File: src/rtl/controlPkg.sv
package controlPkg;

  // Major opcodes handled by the control unit
  typedef enum logic [5:0] {
    R_TYPE = 6'b000000,
    J      = 6'b000010,
    JAL    = 6'b000011,
    BEQ    = 6'b000100,
    BNE    = 6'b000101,
    ADDIU  = 6'b001001,
    ANDI   = 6'b001100,
    ORI    = 6'b001101,
    XORI   = 6'b001110,
    LB     = 6'b100000,
    LH     = 6'b100001,
    LW     = 6'b100011,
    LBU    = 6'b100100,
    LHU    = 6'b100101,
    SW     = 6'b101011
  } opcodeT;

  // R-type function codes
  typedef enum logic [5:0] {
    FN_JR   = 6'b001000,
    FN_ADDU = 6'b100001,
    FN_AND  = 6'b100100,
    FN_OR   = 6'b100101
  } functT;

  typedef enum logic [2:0] {
    FETCH  = 3'b000,
    DECODE = 3'b001,
    EXEC1  = 3'b010,
    EXEC2  = 3'b011,
    EXEC3  = 3'b100,
    HALTED = 3'b101,
    STALL  = 3'b110
  } stateT;

  // ALU operation codes as seen by the datapath ALU
  typedef enum logic [4:0] {
    ALU_AND        = 5'b00000,
    ALU_OR         = 5'b00001,
    ALU_ADD        = 5'b00010,
    ALU_XOR        = 5'b00011,
    ALU_COMPARE_EQ = 5'b01010,
    ALU_PASS_B     = 5'b01011,
    ALU_PASS_A     = 5'b01110,
    ALU_R_FUNCT    = 5'b01111,
    ALU_ADD_UPPER  = 5'b10001
  } aluOpT;

  typedef struct packed {
    logic [5:0] opcode;
    logic [4:0] rs;
    logic [4:0] rt;
    logic [4:0] rd;
    logic [4:0] shamt;
    logic [5:0] funct;
  } rFieldsT;

  typedef struct packed {
    logic [5:0]  opcode;
    logic [4:0]  rs;
    logic [4:0]  rt;
    logic [15:0] imm16;
  } iFieldsT;

  // Jump target sits in the low 26 bits of either view
  typedef union packed {
    rFieldsT rFields;
    iFieldsT iFields;
  } instrWordT;

  typedef enum logic [1:0] {
    WORD = 2'd0,
    HALF = 2'd1,
    BYTE = 2'd2
  } loadWidthT;

  typedef enum logic [3:0] {
    ALU_REG,
    ALU_IMM,
    LOAD,
    STORE,
    BRANCH_EQ,
    BRANCH_NE,
    JUMP,
    JUMP_REG,
    UNSUPPORTED
  } instrKindT;

  typedef struct packed {
    instrKindT kind;
    logic      link;
    aluOpT     aluOp;
    logic      zeroExtend;
    loadWidthT width;
    logic      signedLoad;
    stateT     lastStep;
  } instrClassT;

  typedef struct packed {
    logic       aluSrcA;
    logic [1:0] aluSrcB;
    aluOpT      aluControl;
    logic       aluSel;
    logic       extSel;
    logic       regDst;
    logic       memToReg;
    logic       regWrite;
    logic       pcSrc;
    logic       irWrite;
    logic       irSel;
    logic       pcWrite;
    logic       isJump;
    logic       link;
  } dpCtrlT;

  typedef struct packed {
    logic       memRead;
    logic       memWrite;
    logic       iorD;
    logic [3:0] byteEnable;
    logic [1:0] extendMem;
  } memCtrlT;

  localparam logic [3:0] byteEnWord = 4'b1111;
  localparam logic [3:0] byteEnHalf = 4'b0011;
  localparam logic [3:0] byteEnByte = 4'b0001;

  // ALU source B selections
  localparam logic [1:0] aluSrcBReg     = 2'b00;
  localparam logic [1:0] aluSrcBFour    = 2'b01;
  localparam logic [1:0] aluSrcBImm     = 2'b10;
  localparam logic [1:0] aluSrcBShifted = 2'b11;

endpackage

File: src/rtl/controlFsm.sv
module controlFsm (
  input  logic                   clk,
  input  logic                   rstN,
  input  logic                   start,
  input  logic                   pcIsZero,
  input  logic                   waitrequest,
  input  logic                   stall,
  input  logic                   takeBranch,
  input  controlPkg::instrClassT cls,
  output controlPkg::stateT      state,
  output logic                   branchDelay,
  output logic                   active
);
  import controlPkg::*;

  stateT nextState;
  logic  exec1Done;
  logic  laterDone;

  always_comb begin
    case (state)
      FETCH, STALL: nextState = waitrequest ? STALL : DECODE;
      DECODE:       nextState = EXEC1;
      EXEC1: begin
        if (stall) begin
          nextState = EXEC1;
        end else begin
          nextState = (cls.lastStep == EXEC1) ? FETCH : EXEC2;
        end
      end
      EXEC2: begin
        if (waitrequest) begin
          nextState = EXEC2;
        end else begin
          nextState = (cls.lastStep == EXEC2) ? FETCH : EXEC3;
        end
      end
      EXEC3:   nextState = FETCH;
      HALTED:  nextState = start ? FETCH : HALTED;
      default: nextState = HALTED;
    endcase

    // PC of zero ends the run from any running state
    if (state != HALTED && pcIsZero) begin
      nextState = HALTED;
    end
  end

  assign exec1Done = state == EXEC1 && !stall;
  assign laterDone = (state == EXEC2 && !waitrequest) || state == EXEC3;

  always_ff @(posedge clk or negedge rstN) begin
    if (!rstN) begin
      state       <= HALTED;
      branchDelay <= 1'b0;
    end else begin
      state <= nextState;
      if (nextState == HALTED) begin
        branchDelay <= 1'b0;
      end else if (exec1Done) begin
        branchDelay <= takeBranch;
      end else if (laterDone) begin
        branchDelay <= 1'b0;
      end
    end
  end

  assign active = state != HALTED;

  stateLegal: assert property (@(posedge clk) disable iff (!rstN)
    state inside {FETCH, DECODE, EXEC1, EXEC2, EXEC3, HALTED, STALL});

  // Only loads run a third exec step
  exec3OnlyForLoads: assert property (@(posedge clk) disable iff (!rstN)
    state == EXEC3 |-> $past(cls.lastStep) == EXEC3);

endmodule

File: src/rtl/cpuControl.sv
module cpuControl (
  input  logic                  clk,
  input  logic                  rstN,
  input  controlPkg::instrWordT instr,
  input  logic                  start,
  input  logic                  pcIsZero,
  input  logic                  waitrequest,
  input  logic                  stall,
  input  logic                  aluFlag,
  output controlPkg::dpCtrlT    dpCtrl,
  output controlPkg::memCtrlT   memCtrl,
  output logic                  active,
  output controlPkg::stateT     state,
  output logic                  branchDelay
);

  controlPkg::instrClassT cls;
  logic                   takeBranch;

  instrClassifier instrClassifier_inst (
    .instr (instr),
    .cls   (cls)
  );

  controlFsm controlFsm_inst (
    .clk         (clk),
    .rstN        (rstN),
    .start       (start),
    .pcIsZero    (pcIsZero),
    .waitrequest (waitrequest),
    .stall       (stall),
    .takeBranch  (takeBranch),
    .cls         (cls),
    .state       (state),
    .branchDelay (branchDelay),
    .active      (active)
  );

  datapathCtrlGen datapathCtrlGen_inst (
    .state       (state),
    .cls         (cls),
    .branchDelay (branchDelay),
    .aluFlag     (aluFlag),
    .dpCtrl      (dpCtrl),
    .takeBranch  (takeBranch)
  );

  memCtrlGen memCtrlGen_inst (
    .state   (state),
    .cls     (cls),
    .memCtrl (memCtrl)
  );

endmodule

File: src/rtl/datapathCtrlGen.sv
module datapathCtrlGen (
  input  controlPkg::stateT      state,
  input  controlPkg::instrClassT cls,
  input  logic                   branchDelay,
  input  logic                   aluFlag,
  output controlPkg::dpCtrlT     dpCtrl,
  output logic                   takeBranch
);
  import controlPkg::*;

  logic finalStep;
  logic writesReg;

  assign finalStep = state == cls.lastStep;
  assign writesReg = cls.kind inside {ALU_REG, ALU_IMM, LOAD};

  always_comb begin
    dpCtrl            = '0;
    dpCtrl.aluControl = ALU_ADD;
    dpCtrl.aluSrcB    = aluSrcBReg;
    dpCtrl.irSel      = state != DECODE;

    // Writeback happens in the final step only
    dpCtrl.regWrite = finalStep && writesReg;
    dpCtrl.regDst   = finalStep && cls.kind == ALU_REG;
    dpCtrl.memToReg = finalStep && cls.kind == LOAD;

    case (state)
      FETCH: begin
        dpCtrl.pcWrite = 1'b1;
        dpCtrl.pcSrc   = branchDelay;
        dpCtrl.aluSrcA = 1'b0;
        dpCtrl.aluSrcB = aluSrcBFour;
      end
      // Branch target precomputed while the register file is read
      DECODE: begin
        dpCtrl.irWrite = 1'b1;
        dpCtrl.aluSrcB = aluSrcBShifted;
        if (cls.kind == JUMP) begin
          dpCtrl.extSel     = 1'b1;
          dpCtrl.aluControl = ALU_PASS_B;
        end
      end
      EXEC1: begin
        dpCtrl.aluControl = cls.aluOp;
        dpCtrl.extSel     = cls.zeroExtend;
        case (cls.kind)
          ALU_REG, BRANCH_EQ, BRANCH_NE: begin
            dpCtrl.aluSrcA = 1'b1;
            dpCtrl.aluSrcB = aluSrcBReg;
            dpCtrl.aluSel  = cls.kind != ALU_REG;
          end
          ALU_IMM, LOAD, STORE: begin
            dpCtrl.aluSrcA = 1'b1;
            dpCtrl.aluSrcB = aluSrcBImm;
          end
          JUMP: begin
            dpCtrl.isJump  = 1'b1;
            dpCtrl.link    = cls.link;
            dpCtrl.extSel  = 1'b1;
            dpCtrl.aluSrcB = cls.link ? aluSrcBFour : aluSrcBShifted;
          end
          JUMP_REG: dpCtrl.aluSrcA = 1'b1;
          default: ;
        endcase
      end
      // ALU register feeds writeback or the memory address
      EXEC2: dpCtrl.aluSel = cls.kind inside {ALU_REG, ALU_IMM, LOAD, STORE};
      default: ;
    endcase
  end

  always_comb begin
    case (cls.kind)
      BRANCH_EQ:      takeBranch = aluFlag;
      BRANCH_NE:      takeBranch = !aluFlag;
      JUMP, JUMP_REG: takeBranch = 1'b1;
      default:        takeBranch = 1'b0;
    endcase
  end

endmodule

File: src/rtl/instrClassifier.sv
module instrClassifier (
  input  controlPkg::instrWordT  instr,
  output controlPkg::instrClassT cls
);
  import controlPkg::*;

  always_comb begin
    cls.kind       = UNSUPPORTED;
    cls.link       = 1'b0;
    cls.aluOp      = ALU_ADD;
    cls.zeroExtend = 1'b0;
    cls.width      = WORD;
    cls.signedLoad = 1'b0;

    case (instr.iFields.opcode)
      R_TYPE: begin
        case (instr.rFields.funct)
          FN_ADDU, FN_AND, FN_OR: begin
            cls.kind  = ALU_REG;
            cls.aluOp = ALU_R_FUNCT;
          end
          FN_JR: begin
            cls.kind  = JUMP_REG;
            cls.aluOp = ALU_PASS_A;
          end
          default: ;
        endcase
      end
      ADDIU: cls.kind = ALU_IMM;
      ANDI, ORI, XORI: begin
        cls.kind       = ALU_IMM;
        cls.zeroExtend = 1'b1;
        if (instr.iFields.opcode == ANDI) begin
          cls.aluOp = ALU_AND;
        end else if (instr.iFields.opcode == ORI) begin
          cls.aluOp = ALU_OR;
        end else begin
          cls.aluOp = ALU_XOR;
        end
      end
      LW: cls.kind = LOAD;
      LH, LHU: begin
        cls.kind       = LOAD;
        cls.width      = HALF;
        cls.signedLoad = instr.iFields.opcode == LH;
      end
      LB, LBU: begin
        cls.kind       = LOAD;
        cls.width      = BYTE;
        cls.signedLoad = instr.iFields.opcode == LB;
      end
      SW: cls.kind = STORE;
      BEQ: begin
        cls.kind  = BRANCH_EQ;
        cls.aluOp = ALU_COMPARE_EQ;
      end
      BNE: begin
        cls.kind  = BRANCH_NE;
        cls.aluOp = ALU_COMPARE_EQ;
      end
      J: begin
        cls.kind  = JUMP;
        cls.aluOp = ALU_ADD_UPPER;
      end
      // JAL computes the return address in its exec step
      JAL: begin
        cls.kind = JUMP;
        cls.link = 1'b1;
      end
      default: ;
    endcase

    // Exit step by class; unsupported words retire after EXEC1
    case (cls.kind)
      ALU_REG, ALU_IMM, STORE: cls.lastStep = EXEC2;
      LOAD:                    cls.lastStep = EXEC3;
      default:                 cls.lastStep = EXEC1;
    endcase
  end

endmodule

File: src/rtl/memCtrlGen.sv
module memCtrlGen (
  input  controlPkg::stateT      state,
  input  controlPkg::instrClassT cls,
  output controlPkg::memCtrlT    memCtrl
);
  import controlPkg::*;

  logic loadStep;

  // Width and extension stay valid through the load writeback
  assign loadStep = cls.kind == LOAD && state inside {EXEC2, EXEC3};

  always_comb begin
    memCtrl.memRead  = state inside {FETCH, STALL} ||
                       (state == EXEC2 && cls.kind == LOAD);
    memCtrl.memWrite = state == EXEC2 && cls.kind == STORE;
    memCtrl.iorD     = state == EXEC2;

    memCtrl.byteEnable = byteEnWord;
    memCtrl.extendMem  = 2'b00;
    if (loadStep) begin
      case (cls.width)
        HALF:    memCtrl.byteEnable = byteEnHalf;
        BYTE:    memCtrl.byteEnable = byteEnByte;
        default: memCtrl.byteEnable = byteEnWord;
      endcase
      // 2'b11 sign-extends a half, 2'b10 a byte
      if (cls.signedLoad && cls.width != WORD) begin
        memCtrl.extendMem = {1'b1, cls.width == HALF};
      end
    end
  end

endmodule

File: config.mk
export PLATFORM = sky130hd
export DESIGN_NAME = cpuControl
export DESIGN_NICKNAME = d
export VERILOG_FILES = /design/src/rtl/controlPkg.sv /design/src/rtl/controlFsm.sv /design/src/rtl/cpuControl.sv /design/src/rtl/datapathCtrlGen.sv /design/src/rtl/instrClassifier.sv /design/src/rtl/memCtrlGen.sv
export SDC_FILE = /design/constraint.sdc
export NUM_CORES = 1
export LEC_CHECK = 0
export BUFFER_PORTS_ARGS = -buffer_cell sky130_fd_sc_hd__buf_2
export CORE_MARGIN = 4
export CORE_UTILIZATION = 43
export CTS_BUF_LIST = sky130_fd_sc_hd__clkbuf_2
export CTS_CLUSTER_SIZE = 40
export DETAILED_ROUTE_END_ITERATION = 8
export PLACE_DENSITY = 0.91
export SLEW_MARGIN = 20
export SYNTH_ARGS = -nofsm -noshare
export SYNTH_HDL_FRONTEND = slang
export SYNTH_SLANG_ARGS = --single-unit
File: constraint.sdc
create_clock -name clk -period 2.8 [get_ports clk]
set_clock_uncertainty 0.15 [all_clocks]
set_input_delay 0.28 -clock clk [delete_from_list [all_inputs] [get_ports clk]]
set_output_delay 0.28 -clock clk [all_outputs]
set_load 0.005 [all_outputs]
==> results of run 1 <==
per-layer routing:
layer  GRT usage, %  vias up  wire [µm]
met2           33.1       67       1550
met1           24.8      628       1300
met5              0        -          0
met4           7.62        0         41
met3          0.905        5        264
li1               -      690          -
synth_stat cells, types with 2 or more instances:
library cell	n	area share, %
nand3_1	6	2.9
nand2_1	18	6.5
nor2_1	18	6.5
dfstp_2	2	5.1
or3_1	2	1.2
o211ai_1	2	1.4
nand2b_1	10	6.0
nor4_1	2	1.2
o22ai_1	2	1.2
inv_1	6	2.2
a211oi_1	2	1.4
a41oi_1	2	1.7
o21ai_0	9	4.3
and3_1	2	1.2
ha_1	3	3.6
buf_4	3	2.2
clkbuf_1	9	3.2
or2_2	2	1.2
dfrtp_1	2	4.8
nor4b_1	2	1.7
o21bai_1	2	1.4
a21oi_1	13	6.3
buf_2	3	1.4
nor3_1	8	3.9
a311oi_1	2	1.7
nor2b_1	8	4.8
and2_1	4	2.4
path summary, 6_finish.rpt:
check                                             from                     endpoint  slack (ns)
min reg2reg                controlFsm_inst.branchDelay  controlFsm_inst.branchDelay        0.40
max in group asynchronous                         rstN     controlFsm_inst.state[0]        2.05
min in group asynchronous                         rstN     controlFsm_inst.state[1]        0.23
min                                           pcIsZero     controlFsm_inst.state[1]        0.05
max                                          instr[28]                   memCtrl[8]        0.15
max reg2reg                   controlFsm_inst.state[2]  controlFsm_inst.branchDelay        0.98
final cells by class:
type                       instances  area share [%]
clock buffer                       4            1.50
inverter                           7            1.97
multi-input combinational        140            62.8
sequential                         4            7.68
tap                               28            2.62
timing repair buffer              58            23.4
state kept, by name, indices dropped and copies added, names as in the netlist:
register / flops
controlFsm_inst.state: 3
controlFsm_inst.branchDelay: 1
power groups by stage:
stage	sequential [W]	clock [W]	combinational [W]
3_5_place_dp	0.000124	0	0.000418
2_1_floorplan	0.0000971	0	0.000289
5_1_grt	0.000130	0.0000786	0.000472
6_report	0.000125	0.0000726	0.000427
4_1_cts	0.000123	0.0000728	0.000422
3_3_place_gp	0.000123	0	0.000408
timing repair:
action                     CTS  global route
gates resized for setup      0             1
hold endpoints to repair     4             0
setup endpoints to repair    0             1
hold buffers                 1             0
critical path: stages:
cell,delay [ns]
buf_2,0.21
nor2_1,0.12
a221oi_1,0.25
a31oi_1,0.09
or4b_1,0.72
nor4_4,0.27
o31a_1,0.17
buf_2,0.11
stage by stage:
stage	utilization, %	total power [W]	worst slack (ns)	cells	cell area, µm²
floorplan	-	0.000386	0.416	167	1040
global placement	57.7	0.000530	0.218	236	1300
detailed placement	57.7	0.000543	0.175	236	1300
CTS	59.0	0.000618	0.175	241	1330
global route	59.3	0.000681	0.0187	241	1340
finish	59.3	0.000625	0.153	241	1340
kinds of logic after synthesis:
kind of cell               after synthesis  share of synthesized area (%)
and+or+nand+nor                         89                           46.1
adders and majority gates                3                           3.61
xor gates and xnor gates                 2                           1.69
DFF                                      4                           9.87
AOI/OAI and AO/OA                       45                           28.5
other                                    1                          0.361
buffers and inverters                   23                           9.87
==> impl_metrics.py, run 1 <==
metrics = {
    "route": {
        "num_vias": 1390,
        "drt_wl_total_mm": 3.16,
        "route.detailed.drc": 0,
        "avgRoutedWirePerCell_um": 13.1,
        "ant_nets": 0,
        "firstDrtPassIters": 4,
        "drt_iter0_markers": 65,
        "vias_per_cell": 5.77,
    },
    "clock_network": {
        "cts-root-buf": "clkbuf_2",
        "cts_tree": "built",
        "cts.clk_slew.worst_paths_ns": 0.06,
        "cts_buffers": 3,
        "cts_sinks": 4,
        "htreeDepth": 1,
        "cts_setup_buffers": 0,
        "clk_latency_ns": 0.24,
        "max-clock-path-buffers": 2,
    },
    "setup_path": {
        "required_ns": 2.37,
        "reg2regPathDepth": 6,
        "worstSetupPathType": "in2out",
        "cp_max_fo": 13,
        "crit_arrival_ns": 2.22,
        "end_kind": "output pin",
        "critPathLaunchType": "input pin",
    },
    "floorplanning": {
        "die_area_um2": 3270,
        "pin_count": 72,
        "core_um2": 2250,
        "die_y_um": 57.2,
        "die_w_um": 57.2,
        "start_util_pct": 46.1,
        "rows": 17,
    },
    "cells_and_area": {
        "area_growth_syn_to_layout_pct": 28.5,
        "layout-drive-gt1-share_pct": 31.9,
        "multi_input_area_um2": 840,
        "ff_latch_area_um2": 103,
        "layout.nets": 256,
        "final_cell_mix": "buf_2, nor2_1, nand2_1",
        "n_antenna_cell": 0,
        "fillCellCount": 231,
        "layout_commonest_cell": "buf_2",
    },
    "synthesis": {
        "ys_ff_latch": 4,
        "ys_types": 50,
        "yosys_warnings": 0,
        "avgSynthCellArea_um2": 6.23,
        "synth-seq-area-share_pct": 9.87,
        "synthFlopType": "dfstp_2",
        "netlist_instances": 167,
        "ys_async_sr_fraction_pct": 100,
        "syn_area_um2": 1040,
        "synth-edff-count": 0,
        "synthesis.nets": 209,
    },
    "global_route": {
        "grt_max_degree": 19,
        "antenna_found_initial": 0,
        "track_usage_pct": 19.2,
        "grt_pass1_wl_mm": 5.13,
        "grt-ovfl-total": 0,
        "grt_pass1_vias": 1161,
    },
    "worst_hold_path": {
        "hold_class": "in2reg",
        "hold_depth": 2,
    },
    "pwr": {
        "comb_power_share_pct": 68.4,
        "power.leakage_nw": 0.654,
        "internal-power_w": 0.000306,
        "clock_power_share_pct": 11.6,
        "switching_share_pct": 51.0,
        "seqPwrFrac_pct": 20.0,
        "vdd_drop_max_mv": 0.357,
        "switchingPower_w": 0.000319,
        "p_per_area_nw_per_um2": 468,
    },
    "timing": {
        "post-route-period-util_pct": 94.5,
        "fmax_mhz": 378,
        "fin_crit_ns": 2.65,
        "hold_viol_final": 0,
        "final.setup.tns_ns": 0,
        "setup_viol": 0,
        "rsz0062_at_grt": "no",
        "fin_hold_ws_ns": 0.0535,
        "slew_viol_final": 0,
    },
    "place": {
        "gp_congestion": 0.895,
        "hpwl_mm": 2.46,
        "portBuffers": 50,
    },
    "status": {
        "outcome": "finished, final reports clean",
    },
    "job": {
        "maxCapViolCount": 0,
    },
}
Note: power is estimated with default switching activity, not from simulation.
==> run 2, diff against run 1 <==
--- a/config.mk
+++ b/config.mk
@@ -6,12 +6,14 @@
 export NUM_CORES = 1
 export LEC_CHECK = 0
 export BUFFER_PORTS_ARGS = -buffer_cell sky130_fd_sc_hd__buf_2
+export CORE_ASPECT_RATIO = 1.25
 export CORE_MARGIN = 4
 export CORE_UTILIZATION = 43
 export CTS_BUF_LIST = sky130_fd_sc_hd__clkbuf_2
 export CTS_CLUSTER_SIZE = 40
 export DETAILED_ROUTE_END_ITERATION = 8
 export PLACE_DENSITY = 0.91
+export SKIP_CTS_REPAIR_TIMING = 1
 export SLEW_MARGIN = 20
 export SYNTH_ARGS = -nofsm -noshare
 export SYNTH_HDL_FRONTEND = slang
==> constraint.sdc (replaced) <==
create_clock -name clk -period 2.5 [get_ports clk]
set_clock_uncertainty 0.15 [all_clocks]
set_input_delay 0.25 -clock clk [delete_from_list [all_inputs] [get_ports clk]]
set_output_delay 0.25 -clock clk [all_outputs]
set_load 0.005 [all_outputs]
==> run 2 against run 1 <==
  * Power rose by 17%
  * Clock power down 3.4%
  * Setup slack got worse by 0.013 ns
  * First-iteration DRC count rose by 4.6%
  * Core utilization increased by 3.8 points
  * Highest routed layer unchanged
==> impl_metrics.py, run 2 (synthesis results as in run 1) <==
metrics = {
    "pwr": {
        "vdd_drop_max_mv": 0.374,
        "power.leakage_nw": 0.702,
        "p_per_area_nw_per_um2": 514,
    },
    "setup_path": {
        "worstReg2RegEnd": "controlFsm_inst.state[0]",
        "reg2regPathDepth": 6,
        "r2r_setup_slack_ns": 0.80,
        "crit_top_cell": "buf_2",
        "worstSetupPathType": "in2out",
        "crit_chain": "buf_2, nor2_1, a221oi_1, a31oi_1, or4b_4, buf_4, o21ai_0, buf_2",
        "critPathLaunchType": "input pin",
        "cp_max_fo": 10,
        "slowest_stage": "or4b_4",
        "slowest_delay_ns": 0.60,
        "required_ns": 2.10,
        "end_kind": "output pin",
        "cp-startpoint": "instr[29]",
        "crit_arrival_ns": 1.96,
        "r2r-start": "controlFsm_inst.state[1]",
    },
    "timing": {
        "slew_viol_final": 0,
        "rsz0062_at_grt": "no",
        "hold_viol_final": 0,
        "fin_crit_ns": 2.36,
        "setup_viol": 0,
        "fmax_mhz": 424,
        "post-route-period-util_pct": 94.4,
    },
    "place": {
        "hpwl_mm": 2.61,
        "portBuffers": 50,
        "gp_congestion": 0.951,
        "placedCellCount": 248,
    },
    "worst_hold_path": {
        "hold_class": "in2reg",
        "min_from": "pcIsZero",
        "holdPathEnd": "controlFsm_inst.state[1]",
        "hold_depth": 2,
    },
    "cells_and_area": {
        "top_regs": "controlFsm_inst.state x3, controlFsm_inst.branchDelay x1",
        "layout.nets": 265,
        "area_growth_syn_to_layout_pct": 37.1,
        "layout-drive-gt1-share_pct": 35.6,
        "top_register": "controlFsm_inst.state",
        "final_cells": 253,
        "largest_reg_flops": 3,
        "final_util_pct": 63.1,
        "layout_commonest_cell": "buf_2",
        "final_cell_mix": "buf_2, nor2_1, nand2_1",
        "fillCellCount": 207,
        "n_antenna_cell": 0,
    },
    "floorplanning": {
        "die_area_um2": 3270,
        "rows": 19,
        "die_w_um": 52.0,
        "pin_count": 72,
        "start_util_pct": 46.0,
        "die_y_um": 63.0,
        "core_um2": 2260,
    },
    "clock_network": {
        "cts_tree": "built",
        "max-clock-path-buffers": 2,
        "cts-root-buf": "clkbuf_2",
        "clk_latency_ns": 0.21,
        "cts.clk_slew.worst_paths_ns": 0.05,
        "cts_buffers": 3,
        "htreeDepth": 1,
        "cts_sinks": 4,
    },
    "route": {
        "vias_per_cell": 5.62,
        "route.detailed.drc": 0,
        "firstDrtPassIters": 4,
        "ant_nets": 0,
        "avgRoutedWirePerCell_um": 12.6,
        "num_vias": 1421,
        "drt_iter0_markers": 68,
        "drt_wl_total_mm": 3.19,
    },
    "job": {
        "maxCapViolCount": 0,
    },
    "global_route": {
        "grt_pass1_vias": 1205,
        "grt-ovfl-total": 0,
        "track_usage_pct": 19.7,
        "grt_max_degree": 17,
        "antenna_found_initial": 0,
        "grt_pass1_wl_mm": 5.19,
    },
    "status": {
        "outcome": "finished, final reports clean",
    },
}
-- run 2: cell count changes in the layout (fill, tap and decap cells not counted), sizes merged --
cell / previous run / this run
buf: 57 / 66
-- run 2: layer usage --
| layer | track usage [%] | vias up | share of wire, % |
|---|---|---|---|
| li1 | - | 706 | - |
| met1 | 23.7 | 627 | 39 |
| met4 | 7.87 | 0 | 2.0 |
| met2 | 33.6 | 80 | 50 |
| met5 | 0 | - | 0 |
| met3 | 3.10 | 8 | 9.4 |
-- run 2: cell type report --
class | count | area, µm² | share of cell area, %
multi-input cells | 140 | 857 | 60.1
repair buffers | 67 | 380 | 26.7
clock buffers | 4 | 20.0 | 1.40
well taps | 31 | 38.8 | 2.72
flip-flops and latches | 4 | 103 | 7.20
inverters | 7 | 26.3 | 1.84
-- run 2: through the flow --
step                total power (W)  TNS [ns]  hold WS (ns)  worst slack (ns)  area (µm²)
finish                     0.000733         0        0.0698             0.141        1430
global route               0.000805         0        0.0503          0.000350        1430
CTS                        0.000724  -0.00396        -0.334          -0.00396        1390
detailed placement         0.000649         0       -0.0940            0.0372        1370
global placement           0.000636         0       -0.0963            0.0731        1370
floorplan                  0.000432         0        -0.196             0.146        1040
-- run 2: how the worst max path moves through the flow --
| stage | endpoint | cells after the start | slack (ns) |
|---|---|---|---|
| 2_1_floorplan | memCtrl[0] | 6 | 0.15 |
| 3_3_place_gp | dpCtrl[17] | 8 | 0.07 |
| 3_5_place_dp | dpCtrl[17] | 8 | 0.04 |
| 4_1_cts | memCtrl[0] | 6 | -0.004 |
| 5_1_grt | dpCtrl[17] | 9 | 0.0003 |
| 6_report | dpCtrl[17] | 8 | 0.14 |
-- run 2: critical path, delay by kind of cell --
kind,cells,cell delay [ns]
AO/OA/AOI/OAI,3,0.52
buffers and inverters,3,0.50
AND/OR/NAND/NOR,2,0.68
-- run 2: report_power, final --
part	leakage, nW	internal [W]	total (W)	switching (W)
clock	0.0166	0.0000422	0.0000701	0.0000278
combinational	0.637	0.000236	0.000550	0.000314
sequential	0.0485	0.0000972	0.000113	0.0000153
total	0.702	0.000375	0.000733	0.000358
==> run 3, diff against run 2 <==
--- a/config.mk
+++ b/config.mk
@@ -5,6 +5,7 @@
 export SDC_FILE = /design/constraint.sdc
 export NUM_CORES = 1
 export LEC_CHECK = 0
+export ABC_AREA = 1
 export BUFFER_PORTS_ARGS = -buffer_cell sky130_fd_sc_hd__buf_2
 export CORE_ASPECT_RATIO = 1.25
 export CORE_MARGIN = 4
@@ -12,6 +13,7 @@
 export CTS_BUF_LIST = sky130_fd_sc_hd__clkbuf_2
 export CTS_CLUSTER_SIZE = 40
 export DETAILED_ROUTE_END_ITERATION = 8
+export MAX_ROUTING_LAYER = met4
 export PLACE_DENSITY = 0.91
 export SKIP_CTS_REPAIR_TIMING = 1
 export SLEW_MARGIN = 20
==> run 3 against run 2 <==
  * Worst hold slack better by 0.10 ns
  * Critical path depth is 1 lower
  * First-iteration DRC count down 49%
  * Register-to-register slack improved by 0.03 ns
  * Sequential share of layout area up 0.66 points
  * Critical endpoint is now memCtrl[0]
  * Largest power group unchanged
  * Highest routed layer unchanged
==> impl_metrics.py, run 3 <==
metrics = {
    "place": {
        "portBuffers": 50,
        "hpwl_mm": 2.36,
        "placedCellCount": 250,
        "post_dp_cell_area_um2": 1280,
        "gp_congestion": 0.885,
    },
    "timing": {
        "setup_viol": 0,
        "slew_viol_final": 0,
        "rsz0062_at_grt": "no",
        "post-route-period-util_pct": 86.8,
        "fmax_mhz": 461,
        "fin_crit_ns": 2.17,
        "final.setup.tns_ns": 0,
        "hold_viol_final": 0,
    },
    "setup_path": {
        "crit_arrival_ns": 1.77,
        "cp_max_fo": 6,
        "end_kind": "output pin",
        "critPathLaunchType": "flip-flop",
        "worstSetupPathType": "reg2out",
        "required_ns": 2.10,
    },
    "synthesis": {
        "avgSynthCellArea_um2": 5.92,
        "synth_largest_area_cell": "nor2_1",
        "synth-seq-area-share_pct": 10.0,
        "ys_ff_latch": 4,
        "yosys_warnings": 0,
        "ys_async_sr_fraction_pct": 100,
        "syn_area_um2": 1020,
        "synthesis.nets": 215,
        "synth.top_cells.by_count": "nor2_1, inv_1, nand2_1, nand3_1",
        "synth-edff-count": 0,
        "synthFlopType": "dfstp_2",
        "yosysMostFrequentCell": "nor2_1",
        "netlist_instances": 173,
        "synth.top_cell.area_share_pct": 13.2,
        "ys_top_cells_by_area": "nor2_1, inv_1, nand2_1, dfstp_2, dfrtp_1",
        "ys_types": 36,
    },
    "cells_and_area": {
        "n_antenna_cell": 0,
        "layout-drive-gt1-share_pct": 38.1,
        "final_cell_area_um2": 1310,
        "layout_commonest_cell": "buf_2",
        "fillCellCount": 254,
        "top_register": "controlFsm_inst.state",
        "ff_latch_area_um2": 103,
        "area_growth_syn_to_layout_pct": 27.4,
        "multi_input_area_um2": 768,
        "final_cells": 254,
        "layout.nets": 267,
        "final_cell_mix": "buf_2, nor2_1, inv_1",
        "top_regs": "controlFsm_inst.state x3, controlFsm_inst.branchDelay x1",
        "largest_reg_flops": 3,
        "final_util_pct": 58.4,
    },
    "global_route": {
        "grt-ovfl-total": 0,
        "track_usage_pct": 17.7,
        "grt_pass1_wl_mm": 4.60,
        "grt_pass1_vias": 1143,
        "antenna_found_initial": 0,
        "grt_max_degree": 10,
    },
    "clock_network": {
        "cts-root-buf": "clkbuf_2",
        "htreeDepth": 1,
        "cts.clk_slew.worst_paths_ns": 0.05,
        "cts_sinks": 4,
        "max-clock-path-buffers": 2,
        "cts_tree": "built",
        "cts_buffers": 3,
        "clk_latency_ns": 0.21,
    },
    "pwr": {
        "internal-power_w": 0.000296,
        "power_w": 0.000618,
        "vdd_drop_max_mv": 0.347,
        "seqPwrFrac_pct": 23.2,
        "comb_power_share_pct": 67.1,
        "switchingPower_w": 0.000323,
        "power.leakage_nw": 0.714,
        "switching_share_pct": 52.2,
        "p_per_area_nw_per_um2": 474,
        "clock_power_share_pct": 9.6,
    },
    "floorplanning": {
        "core_um2": 2230,
        "die_w_um": 51.7,
        "pin_count": 72,
        "die_area_um2": 3230,
        "die_y_um": 62.6,
        "rows": 19,
        "start_util_pct": 45.9,
    },
    "route": {
        "vias_per_cell": 5.05,
        "avgRoutedWirePerCell_um": 10.7,
        "drt_wl_total_mm": 2.73,
        "num_vias": 1283,
        "ant_nets": 0,
        "firstDrtPassIters": 4,
        "route.detailed.drc": 0,
        "drt_iter0_markers": 35,
    },
    "job": {
        "maxCapViolCount": 0,
    },
    "worst_hold_path": {
        "hold_class": "in2reg",
    },
    "status": {
        "outcome": "finished, final reports clean",
    },
}
## run 3: cell count changes in the layout (fill, tap and decap cells not counted), sizes merged, moves of 4 or more
cell,delta
nand2b,-10
and2,-4
nand2,+12
nor2b,-8
inv,+26
nand4,+5
nand3,+7
a21oi,-10
buf,-16
nor2,+29
## run 3: path summary, 6_finish.rpt
path / slack, ns / cells past startpoint / startpoint / end
setup / recovery: 0.33 / 7 / controlFsm_inst.state[0] / memCtrl[0]
hold / removal: 0.17 / 4 / waitrequest / controlFsm_inst.state[2]
setup reg to reg: 0.83 / 9 / controlFsm_inst.state[1] / controlFsm_inst.branchDelay
hold reg to reg: 0.42 / 2 / controlFsm_inst.branchDelay / controlFsm_inst.branchDelay
max in group asynchronous: 1.76 / 2 / rstN / controlFsm_inst.state[2]
min in group asynchronous: 0.23 / 2 / rstN / controlFsm_inst.state[1]
## run 3: worst max-delay path, cell delays in order (launching register included)
cell and delay, ns:
dfstp_2 0.60, inv_1 0.15, nor2_4 0.15, inv_1 0.11, a21oi_2 0.18, inv_1 0.07
nor3b_1 0.17, buf_2 0.14
## run 3: power groups by stage
stage	logic [W]	registers (W)	clock network, W
floorplan	0.000266	0.000138	0
global placement	0.000407	0.000142	0
detailed placement	0.000415	0.000144	0
CTS	0.000417	0.000143	0.0000611
global route	0.000477	0.000149	0.0000687
finish	0.000415	0.000144	0.0000596
## run 3: cell type report
cell class | count | share of cell area [%]
well taps | 31 | 2.97
flip-flops and latches | 4 | 7.86
multi-input cells | 133 | 58.9
repair buffers | 51 | 19.9
clock buffers | 3 | 1.15
inverters | 32 | 9.20
## run 3: per-layer routing
layer  share of wire (%)  vias to the layer above  track usage [%]
li1                    -                      655                -
met1                  41                      583             20.3
met2                  52                       43             32.6
met3                 6.4                        2             2.15
met4                0.37                        0             2.62
met5                   0                        -                -
## run 3: cell families (layout without fill, tap and decap cells)
logic type,Yosys count,count (layout),synth area share [%]
other,1,1,0.366
AND/OR/NAND/NOR,111,111,58.6
adder cells (fa/ha/maj),3,3,3.66
AO/OA/AOI/OAI,18,18,12.3
buffers and inverters,36,86,15.0
flip-flops,4,4,10.0
## run 3: metrics by stage
stage	worst slack (ns)	hold slack, ns
6_report	0.331	0.170
5_1_grt	0.171	0.159
4_1_cts	0.324	-0.320
3_5_place_dp	0.371	-0.0925
3_3_place_gp	0.398	-0.0945
2_1_floorplan	0.621	-0.196
